--- src/include/rv_defs.svh ---
// Core-wide constants for the RV32I pipeline
// Data width, register address width, reset PC, NOP word, opcodes

`ifndef RV_DEFS_SVH
`define RV_DEFS_SVH

`define RV_XLEN        32
`define RV_REG_AW      5

// First fetch address after reset
`define RV_RESET_ADDR  32'h0000_0000

// ADDI x0, x0, 0
`define RV_NOP         32'h0000_0013

// Major opcodes, instr[6:0]
`define RV_OP_ALU      7'b0110011
`define RV_OP_ALUI     7'b0010011
`define RV_OP_LUI      7'b0110111
`define RV_OP_LOAD     7'b0000011
`define RV_OP_STORE    7'b0100011
`define RV_OP_BRANCH   7'b1100011
`define RV_OP_JAL      7'b1101111

`endif

--- src/verilog/rv_pkg.sv ---
// Shared types of the RV32I pipeline
// Instruction views, ALU and forwarding encodings, stage registers

`default_nettype none

`include "rv_defs.svh"

package rv_pkg;

    typedef struct packed {
        logic [6:0]            funct7;
        logic [`RV_REG_AW-1:0] rs2;
        logic [`RV_REG_AW-1:0] rs1;
        logic [2:0]            funct3;
        logic [`RV_REG_AW-1:0] rd;
        logic [6:0]            opcode;
    } r_fmt_t;

    typedef struct packed {
        logic [19:0]           imm20;   // LUI immediate or scrambled JAL offset
        logic [`RV_REG_AW-1:0] rd;
        logic [6:0]            opcode;
    } u_fmt_t;

    typedef union packed {
        r_fmt_t r_fmt;
        u_fmt_t u_fmt;
    } instr_u;

    typedef enum logic [3:0] {
        ALU_ADD, ALU_SUB, ALU_SLL, ALU_SLT, ALU_SLTU,
        ALU_XOR, ALU_SRL, ALU_SRA, ALU_OR,  ALU_AND
    } alu_op_e;

    typedef enum logic [1:0] {
        FWD_NONE,
        FWD_EXMEM,
        FWD_MEMWB
    } fwd_sel_e;

    typedef struct packed {
        logic                  valid;
        logic [`RV_XLEN-1:0]   pc;
        logic [`RV_XLEN-1:0]   rs1_data;
        logic [`RV_XLEN-1:0]   rs2_data;
        logic [`RV_REG_AW-1:0] rs1;
        logic [`RV_REG_AW-1:0] rs2;
        logic [`RV_REG_AW-1:0] rd;
        logic [`RV_XLEN-1:0]   imm;
        alu_op_e               alu_op;
        logic                  use_imm;   // Operand B is the immediate
        logic                  is_lui;
        logic                  is_load;
        logic                  is_store;
        logic                  is_branch;
        logic                  branch_ne; // BNE when set, else BEQ
        logic                  is_jal;
        logic                  reg_we;
    } id_ex_t;

    typedef struct packed {
        logic [`RV_XLEN-1:0]   result;
        logic [`RV_XLEN-1:0]   store_data;
        logic [`RV_REG_AW-1:0] rd;
        logic                  is_load;
        logic                  is_store;
        logic                  reg_we;
    } ex_mem_t;

    typedef struct packed {
        logic [`RV_XLEN-1:0]   result;
        logic [`RV_REG_AW-1:0] rd;
        logic                  reg_we;
    } mem_wb_t;

    typedef struct packed {
        logic [`RV_XLEN-1:0] addr;
        logic [`RV_XLEN-1:0] wdata;
        logic                we;
        logic                re;
    } dmem_req_t;

endpackage

`default_nettype wire

--- src/verilog/rv_fetch.sv ---
// Fetch stage
// Program counter and the IF/ID register

`default_nettype none

`include "rv_defs.svh"

module rv_fetch
    import rv_pkg::*;
(
    input  wire logic                clk,
    input  wire logic                rst_n,
    input  wire logic                stall_i,
    input  wire logic                flush_i,
    input  wire logic                redirect_i,
    input  wire logic [`RV_XLEN-1:0] target_i,
    input  wire logic [`RV_XLEN-1:0] instr_data_i,
    output logic [`RV_XLEN-1:0]      instr_addr_o,
    output logic [`RV_XLEN-1:0]      if_pc_o,
    output instr_u                   if_instr_o
);

    logic [`RV_XLEN-1:0] pc;

    assign instr_addr_o = pc;

    always_ff @(posedge clk or negedge rst_n) begin
        if (!rst_n) begin
            pc <= `RV_RESET_ADDR;
        end else if (redirect_i) begin    // Taken branch or JAL beats a stall
            pc <= target_i;
        end else if (!stall_i) begin
            pc <= pc + `RV_XLEN'd4;
        end
    end

    always_ff @(posedge clk or negedge rst_n) begin
        if (!rst_n) begin
            if_instr_o <= `RV_NOP;
            if_pc_o    <= `RV_RESET_ADDR;
        end else if (flush_i) begin
            if_instr_o <= `RV_NOP;        // Squash the wrong-path fetch
        end else if (!stall_i) begin
            if_instr_o <= instr_data_i;
            if_pc_o    <= pc;
        end
    end

endmodule

`default_nettype wire

--- src/verilog/rv_decode.sv ---
// Decode stage
// Field split, immediate generation, control decode, ID/EX register

`default_nettype none

`include "rv_defs.svh"

module rv_decode
    import rv_pkg::*;
(
    input  wire logic                clk,
    input  wire logic                rst_n,
    input  wire logic                stall_i,
    input  wire logic                flush_i,
    input  wire logic [`RV_XLEN-1:0] if_pc_i,
    input  wire instr_u              if_instr_i,
    input  wire logic [`RV_XLEN-1:0] rs1_data_i,
    input  wire logic [`RV_XLEN-1:0] rs2_data_i,
    output logic [`RV_REG_AW-1:0]    rs1_addr_o,
    output logic [`RV_REG_AW-1:0]    rs2_addr_o,
    output id_ex_t                   id_ex_o
);

    // funct7[5] picks SUB/SRA, callers mask it where it is an immediate bit
    function automatic alu_op_e alu_decode(input logic alt, input logic [2:0] funct3);
        case (funct3)
            3'b000:  return alt ? ALU_SUB : ALU_ADD;
            3'b001:  return ALU_SLL;
            3'b010:  return ALU_SLT;
            3'b011:  return ALU_SLTU;
            3'b100:  return ALU_XOR;
            3'b101:  return alt ? ALU_SRA : ALU_SRL;
            3'b110:  return ALU_OR;
            default: return ALU_AND;
        endcase
    endfunction

    r_fmt_t              r;
    u_fmt_t              u;
    logic [`RV_XLEN-1:0] imm_i, imm_s, imm_b, imm_u, imm_j;
    id_ex_t              id_ex_d;

    assign r = if_instr_i.r_fmt;
    assign u = if_instr_i.u_fmt;

    assign rs1_addr_o = r.rs1;
    assign rs2_addr_o = r.rs2;

    assign imm_i = {{20{r.funct7[6]}}, r.funct7, r.rs2};
    assign imm_s = {{20{r.funct7[6]}}, r.funct7, r.rd};
    assign imm_b = {{20{r.funct7[6]}}, r.rd[0], r.funct7[5:0], r.rd[4:1], 1'b0};
    assign imm_u = {u.imm20, 12'b0};
    assign imm_j = {{12{u.imm20[19]}}, u.imm20[7:0], u.imm20[8], u.imm20[18:9], 1'b0};

    always_comb begin
        id_ex_d          = '0;
        id_ex_d.pc       = if_pc_i;
        id_ex_d.rs1_data = rs1_data_i;
        id_ex_d.rs2_data = rs2_data_i;
        id_ex_d.rs1      = r.rs1;
        id_ex_d.rs2      = r.rs2;
        id_ex_d.rd       = r.rd;
        id_ex_d.valid    = 1'b1;
        case (r.opcode)
            `RV_OP_ALU: begin
                id_ex_d.alu_op = alu_decode(r.funct7[5], r.funct3);
                id_ex_d.reg_we = 1'b1;
            end
            `RV_OP_ALUI: begin
                // Only SRAI carries an alternate bit in its immediate
                id_ex_d.alu_op  = alu_decode(r.funct7[5] && r.funct3 == 3'b101, r.funct3);
                id_ex_d.imm     = imm_i;
                id_ex_d.use_imm = 1'b1;
                id_ex_d.reg_we  = 1'b1;
            end
            `RV_OP_LUI: begin
                id_ex_d.imm     = imm_u;
                id_ex_d.use_imm = 1'b1;
                id_ex_d.is_lui  = 1'b1;
                id_ex_d.reg_we  = 1'b1;
            end
            `RV_OP_LOAD: begin
                id_ex_d.imm     = imm_i;     // Address is rs1 + imm
                id_ex_d.use_imm = 1'b1;
                id_ex_d.is_load = 1'b1;
                id_ex_d.reg_we  = 1'b1;
            end
            `RV_OP_STORE: begin
                id_ex_d.imm      = imm_s;
                id_ex_d.use_imm  = 1'b1;
                id_ex_d.is_store = 1'b1;
            end
            `RV_OP_BRANCH: begin
                id_ex_d.imm       = imm_b;
                id_ex_d.is_branch = 1'b1;
                id_ex_d.branch_ne = r.funct3[0];
            end
            `RV_OP_JAL: begin
                id_ex_d.imm    = imm_j;
                id_ex_d.is_jal = 1'b1;
                id_ex_d.reg_we = 1'b1;
            end
            default: id_ex_d.valid = 1'b0; // Unsupported opcode retires as a no-op
        endcase
    end

    always_ff @(posedge clk or negedge rst_n) begin
        if (!rst_n) begin
            id_ex_o <= '0;
        end else if (stall_i || flush_i) begin
            id_ex_o <= '0;               // Bubble
        end else begin
            id_ex_o <= id_ex_d;
        end
    end

endmodule

`default_nettype wire

--- src/verilog/rv_regfile.sv ---
// Integer register file
// Two read ports, one write port, reads see a same-cycle write

`default_nettype none

`include "rv_defs.svh"

module rv_regfile
    import rv_pkg::*;
(
    input  wire logic                  clk,
    input  wire logic                  rst_n,
    input  wire logic [`RV_REG_AW-1:0] rs1_addr_i,
    input  wire logic [`RV_REG_AW-1:0] rs2_addr_i,
    output logic [`RV_XLEN-1:0]        rs1_data_o,
    output logic [`RV_XLEN-1:0]        rs2_data_o,
    input  wire mem_wb_t               wb_i
);

    logic [`RV_XLEN-1:0] regs [1:31];  // x0 has no storage
    logic                wr_en;

    assign wr_en = wb_i.reg_we && (wb_i.rd != '0);

    always_ff @(posedge clk or negedge rst_n) begin
        if (!rst_n) begin
            for (int i = 1; i < 32; i++) begin
                regs[i] <= '0;
            end
        end else if (wr_en) begin
            regs[wb_i.rd] <= wb_i.result;
        end
    end

    always_comb begin
        if (rs1_addr_i == '0)                          rs1_data_o = '0;
        else if (wr_en && wb_i.rd == rs1_addr_i)       rs1_data_o = wb_i.result; // Write-through
        else                                           rs1_data_o = regs[rs1_addr_i];
        if (rs2_addr_i == '0)                          rs2_data_o = '0;
        else if (wr_en && wb_i.rd == rs2_addr_i)       rs2_data_o = wb_i.result;
        else                                           rs2_data_o = regs[rs2_addr_i];
    end

endmodule

`default_nettype wire

--- src/verilog/rv_hazard_ctrl.sv ---
// Pipeline hazard control
// Load-use stall, redirect flush and operand forwarding selects

`default_nettype none

`include "rv_defs.svh"

module rv_hazard_ctrl
    import rv_pkg::*;
(
    input  wire logic [`RV_REG_AW-1:0] if_rs1_i,
    input  wire logic [`RV_REG_AW-1:0] if_rs2_i,
    input  wire id_ex_t                id_ex_i,
    input  wire ex_mem_t               ex_mem_i,
    input  wire mem_wb_t               mem_wb_i,
    input  wire logic                  redirect_i,
    output logic                       stall_o,
    output logic                       flush_o,
    output fwd_sel_e                   fwd_a_o,
    output fwd_sel_e                   fwd_b_o
);

    // Load result only exists after MEM, so EX/MEM never supplies it
    function automatic fwd_sel_e fwd_pick(input logic [`RV_REG_AW-1:0] src,
                                          input ex_mem_t exm,
                                          input mem_wb_t mwb);
        if (src == '0)
            return FWD_NONE;
        if (exm.reg_we && !exm.is_load && exm.rd == src)
            return FWD_EXMEM;
        if (mwb.reg_we && mwb.rd == src)
            return FWD_MEMWB;
        return FWD_NONE;
    endfunction

    logic load_use;

    assign load_use = id_ex_i.is_load && (id_ex_i.rd != '0) &&
                      (if_rs1_i == id_ex_i.rd || if_rs2_i == id_ex_i.rd);

    assign stall_o = load_use;
    assign flush_o = redirect_i;    // Kill IF/ID and ID/EX behind a taken branch or JAL

    assign fwd_a_o = fwd_pick(id_ex_i.rs1, ex_mem_i, mem_wb_i);
    assign fwd_b_o = fwd_pick(id_ex_i.rs2, ex_mem_i, mem_wb_i);

endmodule

`default_nettype wire

--- src/verilog/rv_execute.sv ---
// Execute stage
// Forwarding muxes, ALU, branch resolution and the EX/MEM register

`default_nettype none

`include "rv_defs.svh"

module rv_execute
    import rv_pkg::*;
(
    input  wire logic                clk,
    input  wire logic                rst_n,
    input  wire id_ex_t              id_ex_i,
    input  wire fwd_sel_e            fwd_a_i,
    input  wire fwd_sel_e            fwd_b_i,
    input  wire logic [`RV_XLEN-1:0] ex_mem_fwd_i,
    input  wire mem_wb_t             mem_wb_i,
    output logic                     redirect_o,
    output logic [`RV_XLEN-1:0]      target_o,
    output ex_mem_t                  ex_mem_o
);

    function automatic logic [`RV_XLEN-1:0] fwd_mux(input fwd_sel_e sel,
                                                    input logic [`RV_XLEN-1:0] reg_val,
                                                    input logic [`RV_XLEN-1:0] exm_val,
                                                    input logic [`RV_XLEN-1:0] mwb_val);
        case (sel)
            FWD_EXMEM: return exm_val;
            FWD_MEMWB: return mwb_val;
            default:   return reg_val;
        endcase
    endfunction

    logic [`RV_XLEN-1:0] rs1_val, rs2_val;
    logic [`RV_XLEN-1:0] op_a, op_b;
    logic [`RV_XLEN-1:0] alu_res;
    logic [4:0]          shamt;
    logic                taken;

    assign rs1_val = fwd_mux(fwd_a_i, id_ex_i.rs1_data, ex_mem_fwd_i, mem_wb_i.result);
    assign rs2_val = fwd_mux(fwd_b_i, id_ex_i.rs2_data, ex_mem_fwd_i, mem_wb_i.result);

    assign op_a  = id_ex_i.is_lui ? '0 : rs1_val;   // LUI is 0 + imm
    assign op_b  = id_ex_i.use_imm ? id_ex_i.imm : rs2_val;
    assign shamt = op_b[4:0];

    always_comb begin
        case (id_ex_i.alu_op)
            ALU_SUB:  alu_res = op_a - op_b;
            ALU_SLL:  alu_res = op_a << shamt;
            ALU_SLT:  alu_res = {31'b0, $signed(op_a) < $signed(op_b)};
            ALU_SLTU: alu_res = {31'b0, op_a < op_b};
            ALU_XOR:  alu_res = op_a ^ op_b;
            ALU_SRL:  alu_res = op_a >> shamt;
            ALU_SRA:  alu_res = $unsigned($signed(op_a) >>> shamt);
            ALU_OR:   alu_res = op_a | op_b;
            ALU_AND:  alu_res = op_a & op_b;
            default:  alu_res = op_a + op_b;
        endcase
    end

    // BEQ/BNE only need equality
    assign taken      = id_ex_i.branch_ne ^ (rs1_val == rs2_val);
    assign target_o   = id_ex_i.pc + id_ex_i.imm;
    assign redirect_o = id_ex_i.valid && (id_ex_i.is_jal || (id_ex_i.is_branch && taken));

    always_ff @(posedge clk or negedge rst_n) begin
        if (!rst_n) begin
            ex_mem_o <= '0;
        end else begin
            ex_mem_o.result     <= id_ex_i.is_jal ? id_ex_i.pc + `RV_XLEN'd4 : alu_res; // Link
            ex_mem_o.store_data <= rs2_val;
            ex_mem_o.rd         <= id_ex_i.rd;
            ex_mem_o.is_load    <= id_ex_i.is_load;
            ex_mem_o.is_store   <= id_ex_i.is_store;
            ex_mem_o.reg_we     <= id_ex_i.reg_we;
        end
    end

endmodule

`default_nettype wire

--- src/verilog/rv_memwb.sv ---
// Memory stage
// Data memory request, writeback select and the MEM/WB register

`default_nettype none

`include "rv_defs.svh"

module rv_memwb
    import rv_pkg::*;
(
    input  wire logic                clk,
    input  wire logic                rst_n,
    input  wire ex_mem_t             ex_mem_i,
    input  wire logic [`RV_XLEN-1:0] dmem_rdata_i,
    output dmem_req_t                dmem_o,
    output mem_wb_t                  mem_wb_o
);

    logic [`RV_XLEN-1:0] wb_data;

    assign dmem_o.addr  = ex_mem_i.result;
    assign dmem_o.wdata = ex_mem_i.store_data;
    assign dmem_o.we    = ex_mem_i.is_store;
    assign dmem_o.re    = ex_mem_i.is_load;

    // Read data returns in the same cycle
    assign wb_data = ex_mem_i.is_load ? dmem_rdata_i : ex_mem_i.result;

    always_ff @(posedge clk or negedge rst_n) begin
        if (!rst_n) begin
            mem_wb_o <= '0;
        end else begin
            mem_wb_o.result <= wb_data;
            mem_wb_o.rd     <= ex_mem_i.rd;
            mem_wb_o.reg_we <= ex_mem_i.reg_we;
        end
    end

endmodule

`default_nettype wire

--- src/verilog/rv_core.sv ---
// RV32I five-stage pipeline top
// Connects fetch, decode, register file, hazard control, execute and memwb

`default_nettype none

`include "rv_defs.svh"

module rv_core
    import rv_pkg::*;
(
    input  wire logic                clk,
    input  wire logic                rst_n,
    output logic [`RV_XLEN-1:0]      instr_addr_o,
    input  wire logic [`RV_XLEN-1:0] instr_data_i,
    output dmem_req_t                dmem_o,
    input  wire logic [`RV_XLEN-1:0] dmem_rdata_i
);

    logic                  stall;
    logic                  flush;
    logic                  redirect;
    logic [`RV_XLEN-1:0]   target;
    logic [`RV_XLEN-1:0]   if_pc;
    instr_u                if_instr;
    logic [`RV_REG_AW-1:0] rs1_addr;
    logic [`RV_REG_AW-1:0] rs2_addr;
    logic [`RV_XLEN-1:0]   rs1_data;
    logic [`RV_XLEN-1:0]   rs2_data;
    id_ex_t                id_ex;
    ex_mem_t               ex_mem;
    mem_wb_t               mem_wb;
    fwd_sel_e              fwd_a;
    fwd_sel_e              fwd_b;

    rv_fetch i_fetch (
        .clk          (clk),
        .rst_n        (rst_n),
        .stall_i      (stall),
        .flush_i      (flush),
        .redirect_i   (redirect),
        .target_i     (target),
        .instr_data_i (instr_data_i),
        .instr_addr_o (instr_addr_o),
        .if_pc_o      (if_pc),
        .if_instr_o   (if_instr)
    );

    rv_decode i_decode (
        .clk        (clk),
        .rst_n      (rst_n),
        .stall_i    (stall),
        .flush_i    (flush),
        .if_pc_i    (if_pc),
        .if_instr_i (if_instr),
        .rs1_data_i (rs1_data),
        .rs2_data_i (rs2_data),
        .rs1_addr_o (rs1_addr),
        .rs2_addr_o (rs2_addr),
        .id_ex_o    (id_ex)
    );

    rv_regfile i_regfile (
        .clk        (clk),
        .rst_n      (rst_n),
        .rs1_addr_i (rs1_addr),
        .rs2_addr_i (rs2_addr),
        .rs1_data_o (rs1_data),
        .rs2_data_o (rs2_data),
        .wb_i       (mem_wb)
    );

    rv_hazard_ctrl i_hazard_ctrl (
        .if_rs1_i   (rs1_addr),
        .if_rs2_i   (rs2_addr),
        .id_ex_i    (id_ex),
        .ex_mem_i   (ex_mem),
        .mem_wb_i   (mem_wb),
        .redirect_i (redirect),
        .stall_o    (stall),
        .flush_o    (flush),
        .fwd_a_o    (fwd_a),
        .fwd_b_o    (fwd_b)
    );

    rv_execute i_execute (
        .clk          (clk),
        .rst_n        (rst_n),
        .id_ex_i      (id_ex),
        .fwd_a_i      (fwd_a),
        .fwd_b_i      (fwd_b),
        .ex_mem_fwd_i (ex_mem.result),
        .mem_wb_i     (mem_wb),
        .redirect_o   (redirect),
        .target_o     (target),
        .ex_mem_o     (ex_mem)
    );

    rv_memwb i_memwb (
        .clk          (clk),
        .rst_n        (rst_n),
        .ex_mem_i     (ex_mem),
        .dmem_rdata_i (dmem_rdata_i),
        .dmem_o       (dmem_o),
        .mem_wb_o     (mem_wb)
    );

endmodule

`default_nettype wire

--- config.mk ---
export PLATFORM = sky130hd
export DESIGN_NAME = rv_core
export DESIGN_NICKNAME = d
export VERILOG_FILES = /design/src/verilog/rv_pkg.sv /design/src/verilog/rv_fetch.sv /design/src/verilog/rv_decode.sv /design/src/verilog/rv_regfile.sv /design/src/verilog/rv_hazard_ctrl.sv /design/src/verilog/rv_execute.sv /design/src/verilog/rv_memwb.sv /design/src/verilog/rv_core.sv
export VERILOG_INCLUDE_DIRS = /design/src /design/src/include
export SDC_FILE = /design/constraint.sdc
export NUM_CORES = 2
export LEC_CHECK = 0
export BUFFER_PORTS_ARGS = -buffer_cell sky130_fd_sc_hd__buf_2
export CORE_ASPECT_RATIO = 0.9
export CORE_MARGIN = 1
export CORE_UTILIZATION = 35
export DETAILED_ROUTE_END_ITERATION = 8
export SYNTH_ARGS = -nofsm -noshare
export SYNTH_HDL_FRONTEND = slang
export SYNTH_HIERARCHICAL = 1
export SYNTH_SLANG_ARGS = --single-unit
--- constraint.sdc ---
create_clock -name clk -period 9.5 [get_ports clk]
set_input_delay 1.9 -clock clk [delete_from_list [all_inputs] [get_ports clk]]
set_output_delay 1.9 -clock clk [all_outputs]
set_load 0.05 [all_outputs]
==> impl.org <==
** Status
- Status :: finished with violations
- Violations in the final reports :: max-capacitance violations

** Detailed routing
- Wire per inst :: 31.73 um
- Summing over every cut layer, the via total after detailed routing is 60870.
- DRT Wirelength :: 310.1 mm
- The pre-antenna-repair detailed-routing pass consisted of 8 iterations.
- In this run, the number of DRC markers left after iteration 0 of detailed routing was 7373.
- Via/cell ratio :: 6.230
- ANT nets after route :: 0
- Count of unresolved DRC violations after routing :: 0

** Synth
- In this run, synthesis inferred 0 flip-flops with an integrated enable.
- In this run, synthesis produced a sequential element count of 1354.
- Top cells by area in the synthesized netlist :: sky130_fd_sc_hd__dfrtp_1, sky130_fd_sc_hd__mux2_2, sky130_fd_sc_hd__mux4_2
- Cells after synthesis :: 6781
- When the netlist entered floorplanning its net count stood at 6983.
- Yosys cell types :: 114
- For this run, the register share of the synthesized area comes to 41.71%.
- Among all flip-flop cells after synthesis, the most frequent one is sky130_fd_sc_hd__dfrtp_1.
- Fraction of synthesized cell area taken by the top area cell type :: 41.61%
- Proportion of synthesized flip-flops having asynchronous set or reset :: 100.0%
- Summed over all instances, the cell type with the most area after synthesis is sky130_fd_sc_hd__dfrtp_1.
- For this run, the number of Yosys warnings is 6.
- Summing every instance area after synthesis gives 81240 um2.
- A synthesized cell averages 11.98 um2.

** Clocking
- # Post-CTS Setup Buffers :: 0
- Maximum count of clock buffers along a single path :: 3
- Clock tree synthesis found a total of 1354 sinks.
- TritonCTS built the clock tree.
- After clock tree synthesis, the flow added hold-fix buffers numbering 0.
- Post-CTS sizing :: 0
- The cell sitting at the root of the clock tree is a sky130_fd_sc_hd__clkbuf_16.
- CTS buffer count :: 153
- The H-tree generated during clock tree synthesis spans 4 levels.
- Source-to-sink clock delay at the later pin of the worst-skew pair :: 0.81 ns
- Clock Pin Slew Worst Setup and Hold Paths :: 0.06 ns

** Floorplanning
- 164 I/O pins were placed.
- The die covers 234100 um2.
- The die is 459.1 um tall.
- Once the floorplan was initialized, standard cells occupied 35.25% of the core.
- After floorplanning, the core was divided into 167 placement rows.
- Floorplan die width :: 509.9 um
- After floorplanning, the core was sized to cover 230500 um2.

** Worst hold path
- The path class of the tightest hold or removal check is reg -> reg.
- Cell count of the worst hold path :: 0
- The startpoint identified for the worst hold timing path is i_decode/id_ex_o[0].

** STA
- The worst pin sits at a relative slew slack of 1.800%.
- The worst path uses 78.19% of the clock period.
- Least-Margin Pin Slew :: 1.436 ns
- Derived from the worst setup path, the maximum achievable clock frequency is 134.6 MHz.
- Number of endpoints with negative hold slack in the final report :: 0
- Final Skew :: 0.03804 ns
- Setup ws final :: 2.072 ns
- Total Neg Setup Slack :: 0 ns
- Setup repair after global routing left no endpoint under its margin.
- Setup violations remaining at the end of the flow were counted as 0.
- Final critical delay including setup and external delays :: 7.428 ns
- The number of slew-limit violations in the final report is 0.

** Global routing
- The number of global-route vias before repair was 60100.
- Grt total ovfl :: 0
- First-pass GRT wire length :: 446.1 mm
- Number of antenna violations at the first check in global routing :: 16
- Pin count of the biggest net entering global routing :: 166
- Global routing used 26.22% of the available tracks.

** Worst setup path
- Following the worst setup path forward leads to its endpoint at i_execute/ex_mem_o[65].
- Worst reg2reg path startpoint :: i_execute/ex_mem_o[7]
- Reg-to-Reg End :: i_execute/ex_mem_o[65]
- The setup check on the worst reg-to-reg path leaves a slack of 2.07 ns.
- Worst-path fanout max :: 55
- Required time of the critical path :: 10.12 ns
- The worst setup path is captured at a register.
- CP Class :: reg -> reg
- The number of cells on the worst reg-to-reg path is 19.
- STA classifies the critical path startpoint as a register.
- Data on the critical path arrives at its endpoint at 8.05 ns.
- Crit path launch :: i_execute/ex_mem_o[7]

** Place
- Worst-case setup slack after placement :: 2.301 ns
- Counting tap cells, the placed design contains a total of 9484 instances.
- IO Port Bufs :: 163
- Detailed placement ended at an HPWL of 204.0 mm.
- Placer's final routability congestion estimate :: 1.058

** Pwr
- Summed over all cells, the static leakage comes to 39.94 nW.
- IR analysis of the VDD net gives a maximum drop of 0.0001921 V.
- Power per cell area :: 163.3 nW/um2

** Layout
- Commonest non-fill, non-tap cell in the layout :: sky130_fd_sc_hd__dfrtp_1
- Most used cells in the layout excluding fill and tap cells :: sky130_fd_sc_hd__dfrtp_1, sky130_fd_sc_hd__mux2_2, sky130_fd_sc_hd__mux4_2, sky130_fd_sc_hd__nand2_1, sky130_fd_sc_hd__a21oi_1
- The area growth from synthesis to layout is 10.40%.
- Ratio of cells with drive above 1 in the final layout :: 34.73%
- Number of nets at the end of the flow :: 6799
- For this run, the number of standard cells in the final layout without fillers is 9770.

** Run
- The tool flagged a number of max-cap violations equal to 1.
==> report_power, final <==
group	leakage, nW	total (mW)	internal, mW	switching [mW]
logic	18.7	1.97	0.654	1.32
registers	18.6	6.29	5.96	0.324
clock network	2.65	6.39	3.81	2.58
==> critical path: stages, from the launching register on <==
cell	delay, ns
sky130_fd_sc_hd__dfrtp_1	0.42
sky130_fd_sc_hd__xor2_1	0.18
sky130_fd_sc_hd__nor4_1	0.42
sky130_fd_sc_hd__nand3_1	0.17
sky130_fd_sc_hd__nor2_1	0.19
sky130_fd_sc_hd__inv_1	0.07
sky130_fd_sc_hd__ha_2	0.94
sky130_fd_sc_hd__inv_2	0.46
sky130_fd_sc_hd__o21ai_0	0.67
sky130_fd_sc_hd__nor2_1	0.18
sky130_fd_sc_hd__ha_1	0.45
sky130_fd_sc_hd__or4b_1	0.55
sky130_fd_sc_hd__o21bai_1	0.24
sky130_fd_sc_hd__a211o_1	0.33
sky130_fd_sc_hd__nand3_1	0.25
sky130_fd_sc_hd__a2111oi_1	0.51
sky130_fd_sc_hd__o21ai_0	0.35
sky130_fd_sc_hd__and3_1	0.29
sky130_fd_sc_hd__a2111oi_0	0.38
sky130_fd_sc_hd__a32oi_1	0.18
==> metrics by stage <==
step	hold WS, ns	power [mW]	area (um2)	utilization [%]
global placement	0.3554	8.297	84270	36.57
global route	0.3621	15.10	89680	38.91
floorplan	0.3312	7.482	81240	-
detailed placement	0.3426	8.312	84270	36.57
CTS	0.3563	14.71	89680	38.91
finish	0.3545	14.65	89690	38.92
==> area by class of cell <==
cell class	count	area (um2)
Fill cell	21850	140800
Antenna cell	4	10.01
Inverter	168	635.6
Tap cell	3042	3806
Clock inverter	62	930.9
Sequential cell	1354	33920
Multi-Input combinational cell	4583	43650
Clock buffer	220	4473
Timing Repair Buffer	337	2262
==> cell usage after synthesis (35+ instances only) <==
library cell               count
sky130_fd_sc_hd__buf_2       136
sky130_fd_sc_hd__nand2_1     350
sky130_fd_sc_hd__buf_4       107
sky130_fd_sc_hd__ha_1        134
sky130_fd_sc_hd__buf_1        70
sky130_fd_sc_hd__clkbuf_1    335
sky130_fd_sc_hd__nor2b_1      86
sky130_fd_sc_hd__mux2i_1     237
sky130_fd_sc_hd__a22oi_1      75
sky130_fd_sc_hd__nor3_1       93
sky130_fd_sc_hd__nor2_1      308
sky130_fd_sc_hd__mux2_2     1090
sky130_fd_sc_hd__a211oi_1     64
sky130_fd_sc_hd__o21ai_0     193
sky130_fd_sc_hd__xnor2_1      98
sky130_fd_sc_hd__inv_1       148
sky130_fd_sc_hd__a21oi_1     301
sky130_fd_sc_hd__dfrtp_1    1351
sky130_fd_sc_hd__xor2_1       63
sky130_fd_sc_hd__nand3_1      61
sky130_fd_sc_hd__a31oi_1      42
sky130_fd_sc_hd__o211ai_1     47
sky130_fd_sc_hd__a221oi_1     78
sky130_fd_sc_hd__mux4_2      477
sky130_fd_sc_hd__o21a_1       35
sky130_fd_sc_hd__and2_1      135
sky130_fd_sc_hd__o22ai_1      45
==> kinds of logic after synthesis <==
logic type	share of synthesized area, %
mux	31.82
compound gates	10.03
fa+ha+maj	2.113
xor+xnor	1.736
buf+inv	4.897
simple gates	7.690
flops	41.71
==> state kept, by name, summed over array words and instances, names as in the netlist <==
name                  cells
i_fetch/if_instr_o       32
i_fetch/if_pc_o          32
i_fetch/instr_addr_o     32
i_decode/id_ex_o        156
i_execute/ex_mem_o       72
i_regfile/regs          992
i_memwb/mem_wb_o         38
==> worst min-delay path by stage <==
stage / end / slack, ns
2_1_floorplan: i_execute/ex_mem_o[0] / 0.33
3_3_place_gp: i_memwb/mem_wb_o[0] / 0.36
3_5_place_dp: i_execute/ex_mem_o[0] / 0.34
4_1_cts: i_execute/ex_mem_o[0] / 0.36
5_1_grt: i_execute/ex_mem_o[0] / 0.36
6_report: i_execute/ex_mem_o[0] / 0.35
==> metal layers <==
metal | part of all wire, % | global-route usage, % | routed length (um)
met5 | 0.034 | 0 | 105
met4 | 5.1 | 12.17 | 15870
met3 | 9.5 | 6.548 | 29590
met2 | 42 | 37.12 | 130500
met1 | 43 | 37.33 | 134000
No activity file was read; power rests on OpenSTA's default activity.
